`src/verilog/exec_pkg.sv`:
```
package exec_pkg;

  // datapath widths
  localparam int WORD_W     = 32;
  localparam int REG_W      = 5;
  localparam int CB_ENTRIES = 16;

  // function unit depths
  localparam int MUL_STAGES = 3;
  localparam int DIV_STEPS  = 32;

  typedef logic [WORD_W-1:0]             word_t;
  typedef logic [REG_W-1:0]              reg_idx_t;
  typedef logic [$clog2(CB_ENTRIES)-1:0] cb_idx_t;

  // ops handled by the execute stage
  typedef enum logic [4:0] {
    OP_ADD     = 5'd0,
    OP_SUB     = 5'd1,
    OP_AND     = 5'd2,
    OP_OR      = 5'd3,
    OP_XOR     = 5'd4,
    OP_SLL     = 5'd5,
    OP_SRL     = 5'd6,
    OP_SLT     = 5'd7,
    OP_BEQ     = 5'd8,
    OP_BNE     = 5'd9,
    OP_BLT     = 5'd10,
    OP_BGE     = 5'd11,
    OP_JAL     = 5'd12,
    OP_MUL     = 5'd13,
    OP_DIVU    = 5'd14,
    OP_REMU    = 5'd15,
    OP_ILLEGAL = 5'd31
  } exec_op_e;

  typedef enum logic [1:0] {
    NO_EXCEPTION = 2'd0,
    ILLEGAL      = 2'd1,
    MAL_NORMAL   = 2'd2
  } exc_e;

  typedef enum logic [1:0] {
    DIV_IDLE = 2'd0,
    DIV_RUN  = 2'd1,
    DIV_DONE = 2'd2
  } div_state_e;

  // instruction as it leaves the issue queue
  typedef struct packed {
    logic     valid;
    exec_op_e op;
    word_t    rs1;
    word_t    rs2;
    word_t    imm;
    word_t    pc;
    logic     prediction;
    reg_idx_t vd;
    cb_idx_t  index;
  } issue_t;

  // finished result of one function unit
  typedef struct packed {
    logic     ready;
    logic     wen;
    cb_idx_t  index;
    reg_idx_t vd;
    word_t    wdata;
    exc_e     exc;
  } fu_result_t;

  // completion buffer writeback carries the same fields
  typedef fu_result_t cb_wb_t;

  typedef struct packed {
    logic  valid;
    word_t target;
  } redirect_t;

endpackage

```
`src/verilog/alu_branch_unit.sv`:
```
`timescale 1ns/100ps

module alu_branch_unit (
  input  logic                 CLK,
  input  logic                 nRST,
  input  exec_pkg::issue_t     issue,
  output exec_pkg::fu_result_t alu_res,
  output exec_pkg::redirect_t  redirect
);

  logic                 owned;
  logic                 is_branch;
  logic                 is_jal;
  logic                 illegal;
  logic                 taken;
  logic                 misaligned;
  exec_pkg::word_t      result;
  exec_pkg::word_t      target;
  exec_pkg::word_t      pc4;
  exec_pkg::fu_result_t res_d;
  exec_pkg::fu_result_t res_q;
  logic                 redir_valid_d;
  logic                 redir_valid_q;
  exec_pkg::word_t      redir_target_q;

  // everything except mul and div belongs to this unit
  assign owned = issue.valid &&
                 !(issue.op inside {exec_pkg::OP_MUL, exec_pkg::OP_DIVU, exec_pkg::OP_REMU});
  assign target = issue.pc + issue.imm;
  assign pc4    = issue.pc + 32'd4;

  always_comb begin
    result    = '0;
    taken     = 1'b0;
    is_branch = 1'b0;
    is_jal    = 1'b0;
    illegal   = 1'b0;
    case (issue.op)
      exec_pkg::OP_ADD: result = issue.rs1 + issue.rs2;
      exec_pkg::OP_SUB: result = issue.rs1 - issue.rs2;
      exec_pkg::OP_AND: result = issue.rs1 & issue.rs2;
      exec_pkg::OP_OR:  result = issue.rs1 | issue.rs2;
      exec_pkg::OP_XOR: result = issue.rs1 ^ issue.rs2;
      exec_pkg::OP_SLL: result = issue.rs1 << issue.rs2[4:0];
      exec_pkg::OP_SRL: result = issue.rs1 >> issue.rs2[4:0];
      exec_pkg::OP_SLT: result = {31'b0, $signed(issue.rs1) < $signed(issue.rs2)};
      exec_pkg::OP_BEQ: begin
        is_branch = 1'b1;
        taken     = (issue.rs1 == issue.rs2);
      end
      exec_pkg::OP_BNE: begin
        is_branch = 1'b1;
        taken     = (issue.rs1 != issue.rs2);
      end
      exec_pkg::OP_BLT: begin
        is_branch = 1'b1;
        taken     = ($signed(issue.rs1) < $signed(issue.rs2));
      end
      exec_pkg::OP_BGE: begin
        is_branch = 1'b1;
        taken     = ($signed(issue.rs1) >= $signed(issue.rs2));
      end
      exec_pkg::OP_JAL: begin
        is_jal = 1'b1;
        taken  = 1'b1;
      end
      // owned already masks the mul and div ops that land here
      default: illegal = 1'b1;
    endcase
  end

  assign misaligned = (is_branch || is_jal) && taken && (target[1:0] != 2'b00);

  always_comb begin
    res_d.ready = owned;
    res_d.index = issue.index;
    res_d.vd    = issue.vd;
    if (illegal) begin
      res_d.exc   = exec_pkg::ILLEGAL;
      res_d.wdata = issue.pc;
      res_d.wen   = 1'b0;
    end else if (misaligned) begin
      res_d.exc   = exec_pkg::MAL_NORMAL;
      res_d.wdata = issue.pc;
      res_d.wen   = 1'b0;
    end else begin
      res_d.exc   = exec_pkg::NO_EXCEPTION;
      res_d.wdata = is_jal ? pc4 : result;
      res_d.wen   = !is_branch;
    end
  end

  // redirect only when resolution disagrees with the prediction
  assign redir_valid_d = owned && (is_branch || is_jal) && !misaligned &&
                         (taken ^ issue.prediction);

  always_ff @(posedge CLK or negedge nRST) begin
    if (!nRST) begin
      res_q         <= '0;
      redir_valid_q <= 1'b0;
    end else begin
      res_q         <= res_d;
      redir_valid_q <= redir_valid_d;
    end
  end

  always_ff @(posedge CLK) begin
    redir_target_q <= taken ? target : pc4;
  end

  assign alu_res = res_q;

  assign redirect.valid  = redir_valid_q;
  assign redirect.target = redir_target_q;

endmodule

```
`src/verilog/multiply_pipe.sv`:
```
`timescale 1ns/100ps

module multiply_pipe (
  input  logic                 CLK,
  input  logic                 nRST,
  input  exec_pkg::issue_t     issue,
  output exec_pkg::fu_result_t mul_res,
  output logic                 mul_completing_next
);

  logic                              take;
  logic [exec_pkg::MUL_STAGES-1:0]   vld_q;
  exec_pkg::reg_idx_t                vd_q  [exec_pkg::MUL_STAGES];
  exec_pkg::cb_idx_t                 idx_q [exec_pkg::MUL_STAGES];
  exec_pkg::word_t                   a_q;
  exec_pkg::word_t                   b_q;
  exec_pkg::word_t                   p_low_q;
  logic [15:0]                       p_cross_q;
  exec_pkg::word_t                   product_q;

  assign take = issue.valid && (issue.op == exec_pkg::OP_MUL);

  always_ff @(posedge CLK or negedge nRST) begin
    if (!nRST) begin
      vld_q <= '0;
    end else begin
      vld_q <= {vld_q[exec_pkg::MUL_STAGES-2:0], take};
    end
  end

  always_ff @(posedge CLK) begin
    // tags follow the data down the pipe
    vd_q[0]  <= issue.vd;
    idx_q[0] <= issue.index;
    for (int s = 1; s < exec_pkg::MUL_STAGES; s++) begin
      vd_q[s]  <= vd_q[s-1];
      idx_q[s] <= idx_q[s-1];
    end
    // stage 1 operands
    a_q <= issue.rs1;
    b_q <= issue.rs2;
    // stage 2 partial products, cross terms only matter in their low half
    p_low_q   <= a_q[15:0] * b_q[15:0];
    p_cross_q <= a_q[31:16] * b_q[15:0] + a_q[15:0] * b_q[31:16];
    // stage 3 final sum
    product_q <= p_low_q + {p_cross_q, 16'h0000};
  end

  assign mul_completing_next = vld_q[exec_pkg::MUL_STAGES-2];

  assign mul_res.ready = vld_q[exec_pkg::MUL_STAGES-1];
  assign mul_res.wen   = vld_q[exec_pkg::MUL_STAGES-1];
  assign mul_res.index = idx_q[exec_pkg::MUL_STAGES-1];
  assign mul_res.vd    = vd_q[exec_pkg::MUL_STAGES-1];
  assign mul_res.wdata = product_q;
  assign mul_res.exc   = exec_pkg::NO_EXCEPTION;

endmodule

```
`src/verilog/divide_iter.sv`:
```
`timescale 1ns/100ps

module divide_iter (
  input  logic                 CLK,
  input  logic                 nRST,
  input  exec_pkg::issue_t     issue,
  input  logic                 div_start,
  input  logic                 div_grant,
  output exec_pkg::fu_result_t div_res
);

  logic                                   running_q;
  logic                                   done_q;
  logic [$clog2(exec_pkg::DIV_STEPS)-1:0] count_q;
  logic                                   last_step;
  exec_pkg::word_t                        quo_q;
  exec_pkg::word_t                        rem_q;
  exec_pkg::word_t                        divisor_q;
  exec_pkg::reg_idx_t                     vd_q;
  exec_pkg::cb_idx_t                      idx_q;
  logic                                   is_rem_q;
  logic [exec_pkg::WORD_W:0]              shifted;
  logic [exec_pkg::WORD_W:0]              trial;
  logic                                   fits;

  // restoring step: bring in the next dividend bit, subtract if it fits
  assign shifted = {rem_q, quo_q[exec_pkg::WORD_W-1]};
  assign trial   = shifted - {1'b0, divisor_q};
  assign fits    = !trial[exec_pkg::WORD_W];

  assign last_step = (int'(count_q) == exec_pkg::DIV_STEPS - 1);

  always_ff @(posedge CLK or negedge nRST) begin
    if (!nRST) begin
      running_q <= 1'b0;
      done_q    <= 1'b0;
      count_q   <= '0;
    end else begin
      if (div_start) begin
        running_q <= 1'b1;
        count_q   <= '0;
      end else if (running_q) begin
        count_q <= count_q + 1'b1;
        if (last_step) begin
          running_q <= 1'b0;
          done_q    <= 1'b1;
        end
      end
      // result stays up until the port takes it
      if (div_grant) begin
        done_q <= 1'b0;
      end
    end
  end

  always_ff @(posedge CLK) begin
    if (div_start) begin
      quo_q     <= issue.rs1;
      rem_q     <= '0;
      divisor_q <= issue.rs2;
      vd_q      <= issue.vd;
      idx_q     <= issue.index;
      is_rem_q  <= (issue.op == exec_pkg::OP_REMU);
    end else if (running_q) begin
      // zero divisor always fits, giving all ones and rem = dividend
      quo_q <= {quo_q[exec_pkg::WORD_W-2:0], fits};
      rem_q <= fits ? trial[exec_pkg::WORD_W-1:0] : shifted[exec_pkg::WORD_W-1:0];
    end
  end

  assign div_res.ready = done_q;
  assign div_res.wen   = done_q;
  assign div_res.index = idx_q;
  assign div_res.vd    = vd_q;
  assign div_res.wdata = is_rem_q ? rem_q : quo_q;
  assign div_res.exc   = exec_pkg::NO_EXCEPTION;

endmodule

```
`src/verilog/exec_control.sv`:
```
`timescale 1ns/100ps

module exec_control (
  input  logic                 CLK,
  input  logic                 nRST,
  input  exec_pkg::issue_t     issue,
  input  exec_pkg::fu_result_t alu_res,
  input  exec_pkg::fu_result_t mul_res,
  input  exec_pkg::fu_result_t div_res,
  input  logic                 mul_completing_next,
  output logic                 div_start,
  output logic                 div_grant,
  output exec_pkg::cb_wb_t     wb,
  output logic                 busy_alu,
  output logic                 busy_div
);

  exec_pkg::div_state_e state_q;
  exec_pkg::div_state_e state_d;
  logic                 div_issue;

  assign div_issue = issue.valid &&
                     (issue.op inside {exec_pkg::OP_DIVU, exec_pkg::OP_REMU});

  // the divider accepts only from idle
  assign div_start = div_issue && (state_q == exec_pkg::DIV_IDLE);

  // divider gets the port only when the fixed-latency units are quiet
  assign div_grant = (state_q != exec_pkg::DIV_IDLE) && div_res.ready &&
                     !mul_res.ready && !alu_res.ready;

  always_comb begin
    state_d = state_q;
    case (state_q)
      exec_pkg::DIV_IDLE: begin
        if (div_start) begin
          state_d = exec_pkg::DIV_RUN;
        end
      end
      exec_pkg::DIV_RUN: begin
        // result may be taken the very cycle it appears
        if (div_grant) begin
          state_d = exec_pkg::DIV_IDLE;
        end else if (div_res.ready) begin
          state_d = exec_pkg::DIV_DONE;
        end
      end
      exec_pkg::DIV_DONE: begin
        if (div_grant) begin
          state_d = exec_pkg::DIV_IDLE;
        end
      end
      default: begin
        state_d = exec_pkg::DIV_IDLE;
      end
    endcase
  end

  always_ff @(posedge CLK or negedge nRST) begin
    if (!nRST) begin
      state_q <= exec_pkg::DIV_IDLE;
    end else begin
      state_q <= state_d;
    end
  end

  // writeback priority: mul, then alu/branch, then div
  always_comb begin
    if (mul_res.ready) begin
      wb = mul_res;
    end else if (alu_res.ready) begin
      wb = alu_res;
    end else if (div_grant) begin
      wb = div_res;
    end else begin
      wb = '0;
    end
  end

  // a multiply in stage 2 owns the port next cycle
  assign busy_alu = mul_completing_next;
  assign busy_div = (state_q != exec_pkg::DIV_IDLE);

endmodule

```
`src/verilog/exec_stage.sv`:
```
`timescale 1ns/100ps

module exec_stage (
  input  logic                CLK,
  input  logic                nRST,
  input  exec_pkg::issue_t    issue,
  output exec_pkg::cb_wb_t    wb,
  output exec_pkg::redirect_t redirect,
  output logic                busy_alu,
  output logic                busy_div
);

  exec_pkg::fu_result_t alu_res;
  exec_pkg::fu_result_t mul_res;
  exec_pkg::fu_result_t div_res;
  logic                 mul_completing_next;
  logic                 div_start;
  logic                 div_grant;

  // single cycle arithmetic, branches and jumps
  alu_branch_unit u_alu (
    .CLK      (CLK),
    .nRST     (nRST),
    .issue    (issue),
    .alu_res  (alu_res),
    .redirect (redirect)
  );

  multiply_pipe u_mul (
    .CLK                 (CLK),
    .nRST                (nRST),
    .issue               (issue),
    .mul_res             (mul_res),
    .mul_completing_next (mul_completing_next)
  );

  // divider holds its result until granted
  divide_iter u_div (
    .CLK       (CLK),
    .nRST      (nRST),
    .issue     (issue),
    .div_start (div_start),
    .div_grant (div_grant),
    .div_res   (div_res)
  );

  exec_control u_ctrl (
    .CLK                 (CLK),
    .nRST                (nRST),
    .issue               (issue),
    .alu_res             (alu_res),
    .mul_res             (mul_res),
    .div_res             (div_res),
    .mul_completing_next (mul_completing_next),
    .div_start           (div_start),
    .div_grant           (div_grant),
    .wb                  (wb),
    .busy_alu            (busy_alu),
    .busy_div            (busy_div)
  );

endmodule

```
`config.mk`:
```
export PLATFORM = sky130hd
export DESIGN_NAME = exec_stage
export DESIGN_NICKNAME = d
export VERILOG_FILES = /design/src/verilog/exec_pkg.sv /design/src/verilog/alu_branch_unit.sv /design/src/verilog/multiply_pipe.sv /design/src/verilog/divide_iter.sv /design/src/verilog/exec_control.sv /design/src/verilog/exec_stage.sv
export SDC_FILE = /design/constraint.sdc
export NUM_CORES = 2
export LEC_CHECK = 0
export ABC_AREA = 0
export CAP_MARGIN = 40
export CORE_MARGIN = 2
export CORE_UTILIZATION = 60
export DETAILED_ROUTE_END_ITERATION = 10
export DONT_BUFFER_PORTS = 1
export HOLD_SLACK_MARGIN = 0.1
export PLACE_DENSITY = 0.84
export SYNTH_ARGS = -nofsm -noshare
export SYNTH_HDL_FRONTEND = slang
export SYNTH_SLANG_ARGS = --single-unit
```
`constraint.sdc`:
```
create_clock -name CLK -period 7.23 [get_ports CLK]
set_input_delay 0.723 -clock CLK [delete_from_list [all_inputs] [get_ports CLK]]
set_output_delay 0.723 -clock CLK [all_outputs]
set_load 0.03 [all_outputs]
```
==> After elaboration in Yosys (flattened, before gate mapping) <==
Memory sizes are Yosys's and may differ from the RTL's.
Cells that the tools add are included.
{ "word_totals": {"reg_bits": 340, "ramBits": 27, "inputBits": 146, "out_inout_bits": 80, "elab_cells": 132, "mem_count": 2} }
{ "memory_table": {"columns": ["memory", "depth", "width", "rd", "rd_clocked_by_memory_dff", "write_ports", "line_no", "rtl"], "rows": [
  ["u_mul.vd_q", 3, 5, 3, 0, 3, "multiply_pipe.sv:13", "exec_pkg::reg_idx_t vd_q [exec_pkg::MUL_STAGES];"],
  ["u_mul.idx_q", 3, 4, 3, 0, 3, "multiply_pipe.sv:14", "exec_pkg::cb_idx_t idx_q [exec_pkg::MUL_STAGES];"]
]} }
{ "classes": {"add_sub_neg": 8, "multipliers": 3, "n_lt_le_gt_ge": 2, "eq_ne": 24, "shifts": 2, "mux": 31, "n_bitwise": 4, "n_reduce_logical": 32} }
{ "op_table": {"columns": ["cell", "count"], "rows": [
  ["case mux 32 bit (8 select lines)", 1],
  ["two-way mux 32 bit", 6],
  ["two-way mux 45 bit", 3],
  ["adder 32 bit", 3],
  ["two-way mux 34 bit", 2],
  ["== test 5 x 4 -> 1 bit (second input constant)", 8],
  ["subtractor 33 x 32 -> 33 bit", 1],
  ["adder 32 x 3 -> 32 bit (second input constant)", 1],
  ["AND 32 bit", 1],
  ["== test 32 bit", 1],
  [">= comparator 32 bit", 1],
  ["less-than comparator 32 bit", 1],
  ["multiplier 16 x 16 -> 16 bit", 2],
  ["multiplier 16 x 16 -> 32 bit", 1],
  ["!= test 32 bit", 1],
  ["OR 32 bit", 1],
  ["left shift 32 x 5 -> 32 bit", 1],
  ["right shift 32 x 5 -> 32 bit", 1],
  ["subtractor 32 bit", 1],
  ["XOR 32 bit", 1],
  ["== test 5 x 3 -> 1 bit (second input constant)", 4],
  ["adder 16 bit", 1],
  ["OR reduction 13 bit", 1],
  ["logical AND 1 bit", 12],
  ["other kinds (22)", 50]
]} }

==> Longest topological paths before layout <==
{ "depth": {"word_depth": 9, "mapped_depth": 27, "depth_no_buf": 25} }

==> Cells and area by module <==
A second synthesis with hierarchy kept.
{ "hier_totals": {"hier_cells": 4727, "area_unflattened_um2": 42228.0} }
{ "by_module_without_submodules": {"columns": ["mod", "n_inst", "cells_per_inst", "area_each_um2", "seq_area_each_um2"], "rows": [
  ["multiply_pipe", 1, 2141, 20686.1, 3498.4],
  ["alu_branch_unit", 1, 1725, 13514.2, 1791.7],
  ["divide_iter", 1, 694, 6942.9, 3037.9],
  ["exec_control", 1, 167, 1084.8, 50.0]
]} }

==> Worst setup path after synthesis <==
No wires, ideal clock.
{ "synth_timing": {"kind": "flip-flop to flip-flop", "start": "register u_mul.b_q[2]", "end": "register u_mul.p_low_q[30]", "setup_ns": 0.072, "t_arrival_ns": 6.414, "t_required_ns": 7.158, "setup_slack_ns": 0.744, "path_stages_with_launch": 23, "path_buffers": 2, "synth_period_minus_slack_ns": 6.486, "cell_sequence": "dfxtp_1 > clkbuf_1 > clkbuf_1 > nand2_1 > fa_1 > fa_1 > fa_1 > fa_1 > inv_1 > fa_1 > fa_1 > ha_1 > a2111oi_0 > o21ai_0 > a21oi_1 > nor3b_1 > a221o_1 > o31ai_4 > o21ai_2 > a2111oi_2 > o21bai_1 > a21oi_1 > xnor2_1"} }
{ "synth_via": {"elab_chain_cells": 1} }
{ "synth_rtl": {"columns": ["item", "line_no", "rtl"], "rows": [
  ["from (decl)", "multiply_pipe.sv:16", "exec_pkg::word_t b_q;"],
  ["from (signal assigned)", "multiply_pipe.sv:41", "b_q <= issue.rs2;"],
  ["multiplier 16 x 16 -> 32 bit", "multiply_pipe.sv:43", "p_low_q <= a_q[15:0] * b_q[15:0];"],
  ["to (signal assigned)", "multiply_pipe.sv:43", null],
  ["to (decl)", "multiply_pipe.sv:17", "exec_pkg::word_t p_low_q;"]
]} }
No other way between the ends.
A chain may end at the register's enable or synchronous reset.

==> Worst setup path after layout <==
{ "layout_timing": {"start": "register u_mul.a_q[4]", "end": "register u_mul.p_low_q[30]"} }
{ "layout_via": {"elab_chain_cells": 1} }
{ "layout_rtl": {"columns": ["item", "line_no", "rtl"], "rows": [
  ["from (decl)", "multiply_pipe.sv:15", "exec_pkg::word_t a_q;"],
  ["from (signal assigned)", "multiply_pipe.sv:40", "a_q <= issue.rs1;"],
  ["multiplier 16 x 16 -> 32 bit", "multiply_pipe.sv:43", null]
]} }
No other way between the ends.

==> summary.txt <==
Worst setup path
  – Req. time, crit path: ~7.8 ns
  – Crit path DAT: about 7.4 ns
  – Setup slack, reg-to-reg: roughly 0.35 ns
  – Crit. End Element: flip-flop
  – WS Path Type: reg -> reg
  – CP Max Fanout: 18
  – Worst-path cell chain: buf_4 -> and2_1 -> fa_1 -> inv_1 -> fa_1 -> fa_1 -> fa_1 -> inv_1 -> fa_1 -> fa_1 -> ha_1 -> a2111oi_0 -> o21ai_0 -> a21oi_1 -> nor3b_1 -> a221o_1 -> o31ai_4 -> o21ai_2 -> a2111oi_2 -> o21bai_1 -> a21oi_1 -> xnor2_1
  – CP max-delay cell: fa_1
  – Crit path largest cell delay: around 0.57 ns
  – CP Launch Type: flip-flop
  – Most frequent CP cell: fa_1

Route
  – DR WL/cell: 26.1 um
  – Final ANT Viol Nets: 0
  – Number of remaining DRC errors: 0
  – DR iter-0 viols: 5231
  – Via/cell ratio: roughly 6.6
  – Vias: 35636
  – 1st-pass router iterations: 7
  – Total Wirelength: about 140000 um

Clock tree
  – H-tree levels: 2
  – CTS tree: yes
  – Clk buf depth: 3
  – CTS buffer count: 39
  – Post-CTS Setup Repair Bufs: 0
  – Root buffer selected by CTS: clkbuf_16
  – Clock latency on the worst-skew pair: about 0.6 ns
  – Clk pin slew, worst setup/hold paths: approximately 0.07 ns
  – Clk sinks: between 300 and 400

Timing
  – Slew Viols, Final: 0
  – Final hold vios: 0
  – Slew @ Worst Pin: a little over 0.9 ns
  – Fin crit share: 95.2%
  – Setup Total Neg Slack: 0 ns
  – Slew margin rel.: a little under two fifths
  – RSZ-0062 raised after global routing: false
  – Final setup fails: 0
  – Min Tclk post-route: approximately 7 ns
  – Layout Skew: around 0.027 ns
  – Highest Clock Rate: about 0.15 GHz
  – Smallest hold slack: approximately 0.13 ns
  – Post-route setup slack: between 0.3 and 0.4 ns

Power
  – Leakage: 19.8 nW
  – VDD IR-drop max: 0.811 mV
  – Design Power: about 20 mW
  – Pwr dens: 481 nW/um^2

Global route
  – Largest net degree at the start of global routing: just over 90
  – Grt total ovfl: 0
  – Met3 Use GR: between 10% and 20%
  – Initial antenna violation count: 12
  – Grt peak-use layer: met2
  – First-pass GRT wire length: roughly 210000 um
  – Met1 usage: roughly half
  – Met2 Track Usage GR: 59.8%
  – Vias in the first global route: 35063
  – Total GRT Usage: around 40%

Finish
  – Post-Route Utilization: between 60% and 70%
  – Final Cell Area: around 42000 sq um
  – Syn-to-layout area delta: 5.91%
  – Filler instances: 5243
  – Non-filler cells, final: about 5400
  – Nets: 5410
  – Share of cells above drive strength 1: around 5.8%

Synth
  – Sequential area share after synthesis: about a fifth
  – Main combinational cell family by area after synthesis: adder cells
  – Area share of fa/ha/maj cells after synthesis: 30.8%
  – Fraction of registers with async set/reset: about 16%
  – Synth Area in Compound Gates: between 15 and 20%
  – Synth Area in Simple Gates: 15.7%
  – Syn Nets: 5496
  – Mapped cell area: around 40000 sq um
  – Library cells used by synthesis: a little under 100
  – Synth Register Bits: about 370
  – Multiplexer share of the synthesized area: under 10%
  – Ys flop type: dfxtp_1
  – Yosys warns: 0
  – EDFF count, synth: between 70 and 80
  – XOR/XNOR share of the synthesized area: roughly 4.4%
  – Cells after Synth: around 4600
  – Syn_area_per_cell: 8.72 sq um

Placed design
  – I/O Buffers: 0
  – HPWL after DPL: between 100000 and 150000 um
  – Placed Area: 41000 sq um
  – Inst Count DP: roughly 5300
  – Dpl ws: around 0.28 ns
  – Gp weighted congestion: 1.06

Floorplanning
  – Ports: about 230
  – Initial core utilization: 60.7%
  – Cell row count: 94
  – Core Region: about 66000 sq um
  – Die ar.: 68900 sq um
  – Die H: roughly 260 um
  – Chip Width: between 200 and 300 um

Run status
  – Status: finished clean

Job
  – Max cap viols: 0

Hold path
  – Hold Path Class: in -> reg
[critical path, delay by kind of cell (launching register included)]
family                   cells  cell delay, ns
AO/OA/AOI/OAI                9            2.25
XOR/XNOR                     1            0.14
adder cells (fa/ha/maj)      7            3.25
buffers and inverters        3            0.41
flip-flops                   1            0.47
AND/OR/NAND/NOR              2            0.29
[timing repair]
item | 4_1_cts | 5_1_grt
endpoints found under the setup margin | 0 | 3
hold buffers | 2 | 0
endpoints found under the hold margin | 58 | 0
resized for setup | 0 | 10
[layout by cell type, fill, tap and decap left out, drive strengths merged, types with 22 or more instances in the layout]
master and count:
inv 606, nand2 426, fa 383, ha 373, nor2 321, and2 293, o21ai 283, a21oi 246
dfxtp 235, xnor2 144, mux2i 114, buf 107, edfxtp 74, nor3 64, dfrtp 58, a21o 57
xor2 55, a22oi 51, clkbuf 48, nand3 42, a211oi 32, a31oi 32, o31ai 28, o22ai 27
mux4 25, nand2b 24, nor4 24, o21bai 23, a221oi 23, o221ai 23, o211ai 23, nor2b 23
or3 22, and3 22
[layer usage]
metal,up-vias,share of wire [%]
met4,8,7.6
li1,15235,-
met1,17242,36
met3,610,14
met5,-,0.035
met2,2541,42
[area by class of cell]
class,count,area (sq um),area share [%]
multi-input combinational,3389,28500,67.1
clock buffer,48,1030,2.43
sequential,367,8390,19.8
clock inverter,24,343,0.808
timing repair buffer,108,820,1.93
inverter,603,2260,5.33
antenna,11,27.5,0.0649
tap,864,1080,2.55
[sequential cells by signal, indices dropped and copies added, names as in the netlist, 2 cells and up]
register              cells
u_div.quo_q              32
u_div.idx_q               4
u_mul.idx_q              12
u_div.count_q             5
u_div.rem_q              32
u_alu.redir_target_q     32
u_mul.p_low_q            32
u_div.vd_q                5
u_mul.vd_q               15
u_mul.product_q          32
u_mul.a_q                32
u_div.divisor_q          32
u_ctrl.state_q            2
u_alu.alu_res            45
u_mul.vld_q               3
u_mul.p_cross_q          16
u_mul.b_q                32
[Yosys cell counts, types with 56 or more instances]
| master | count | area share (%) |
|---|---|---|
| nand2_1 | 426 | 4.0 |
| inv_1 | 601 | 5.6 |
| dfrtp_1 | 58 | 3.6 |
| nor2_1 | 321 | 3.0 |
| mux2i_1 | 114 | 2.8 |
| a21o_1 | 56 | 1.0 |
| xnor2_1 | 144 | 3.1 |
| ha_1 | 373 | 12 |
| fa_1 | 383 | 19 |
| nor3_1 | 64 | 0.80 |
| o21ai_0 | 272 | 3.4 |
| clkbuf_1 | 187 | 1.8 |
| dfxtp_1 | 235 | 12 |
| and2_1 | 292 | 4.6 |
| edfxtp_1 | 74 | 5.5 |
| a21oi_1 | 245 | 3.1 |
[cell families after synthesis]
group | count (synthesis)
and+or+nand+nor | 1316
DFF | 367
muxes | 146
buffers and inverters | 838
adders and majority gates | 756
xor gates and xnor gates | 199
AOI/OAI and AO/OA | 972
[report_power, final]
part	switching [mW]	internal [mW]
combinational	8.60	6.21
sequential	0.555	2.88
clock	0.963	1.23
total	10.1	10.3
[final timing paths]
path / startpoint / endpoint / cells past startpoint
max in group asynchronous: nRST / u_div.count_q[3] / 2
worst min register to register: u_mul.p_low_q[14] / u_mul.product_q[14] / 0
worst max register to register: u_mul.a_q[4] / u_mul.p_low_q[30] / 22
worst max-delay path: u_mul.a_q[4] / u_mul.p_low_q[30] / 22
worst min-delay path: issue[80] / u_mul.b_q[6] / 0
min in group asynchronous: nRST / u_alu.alu_res[2] / 2
No activity file was read; power rests on OpenSTA's default activity.
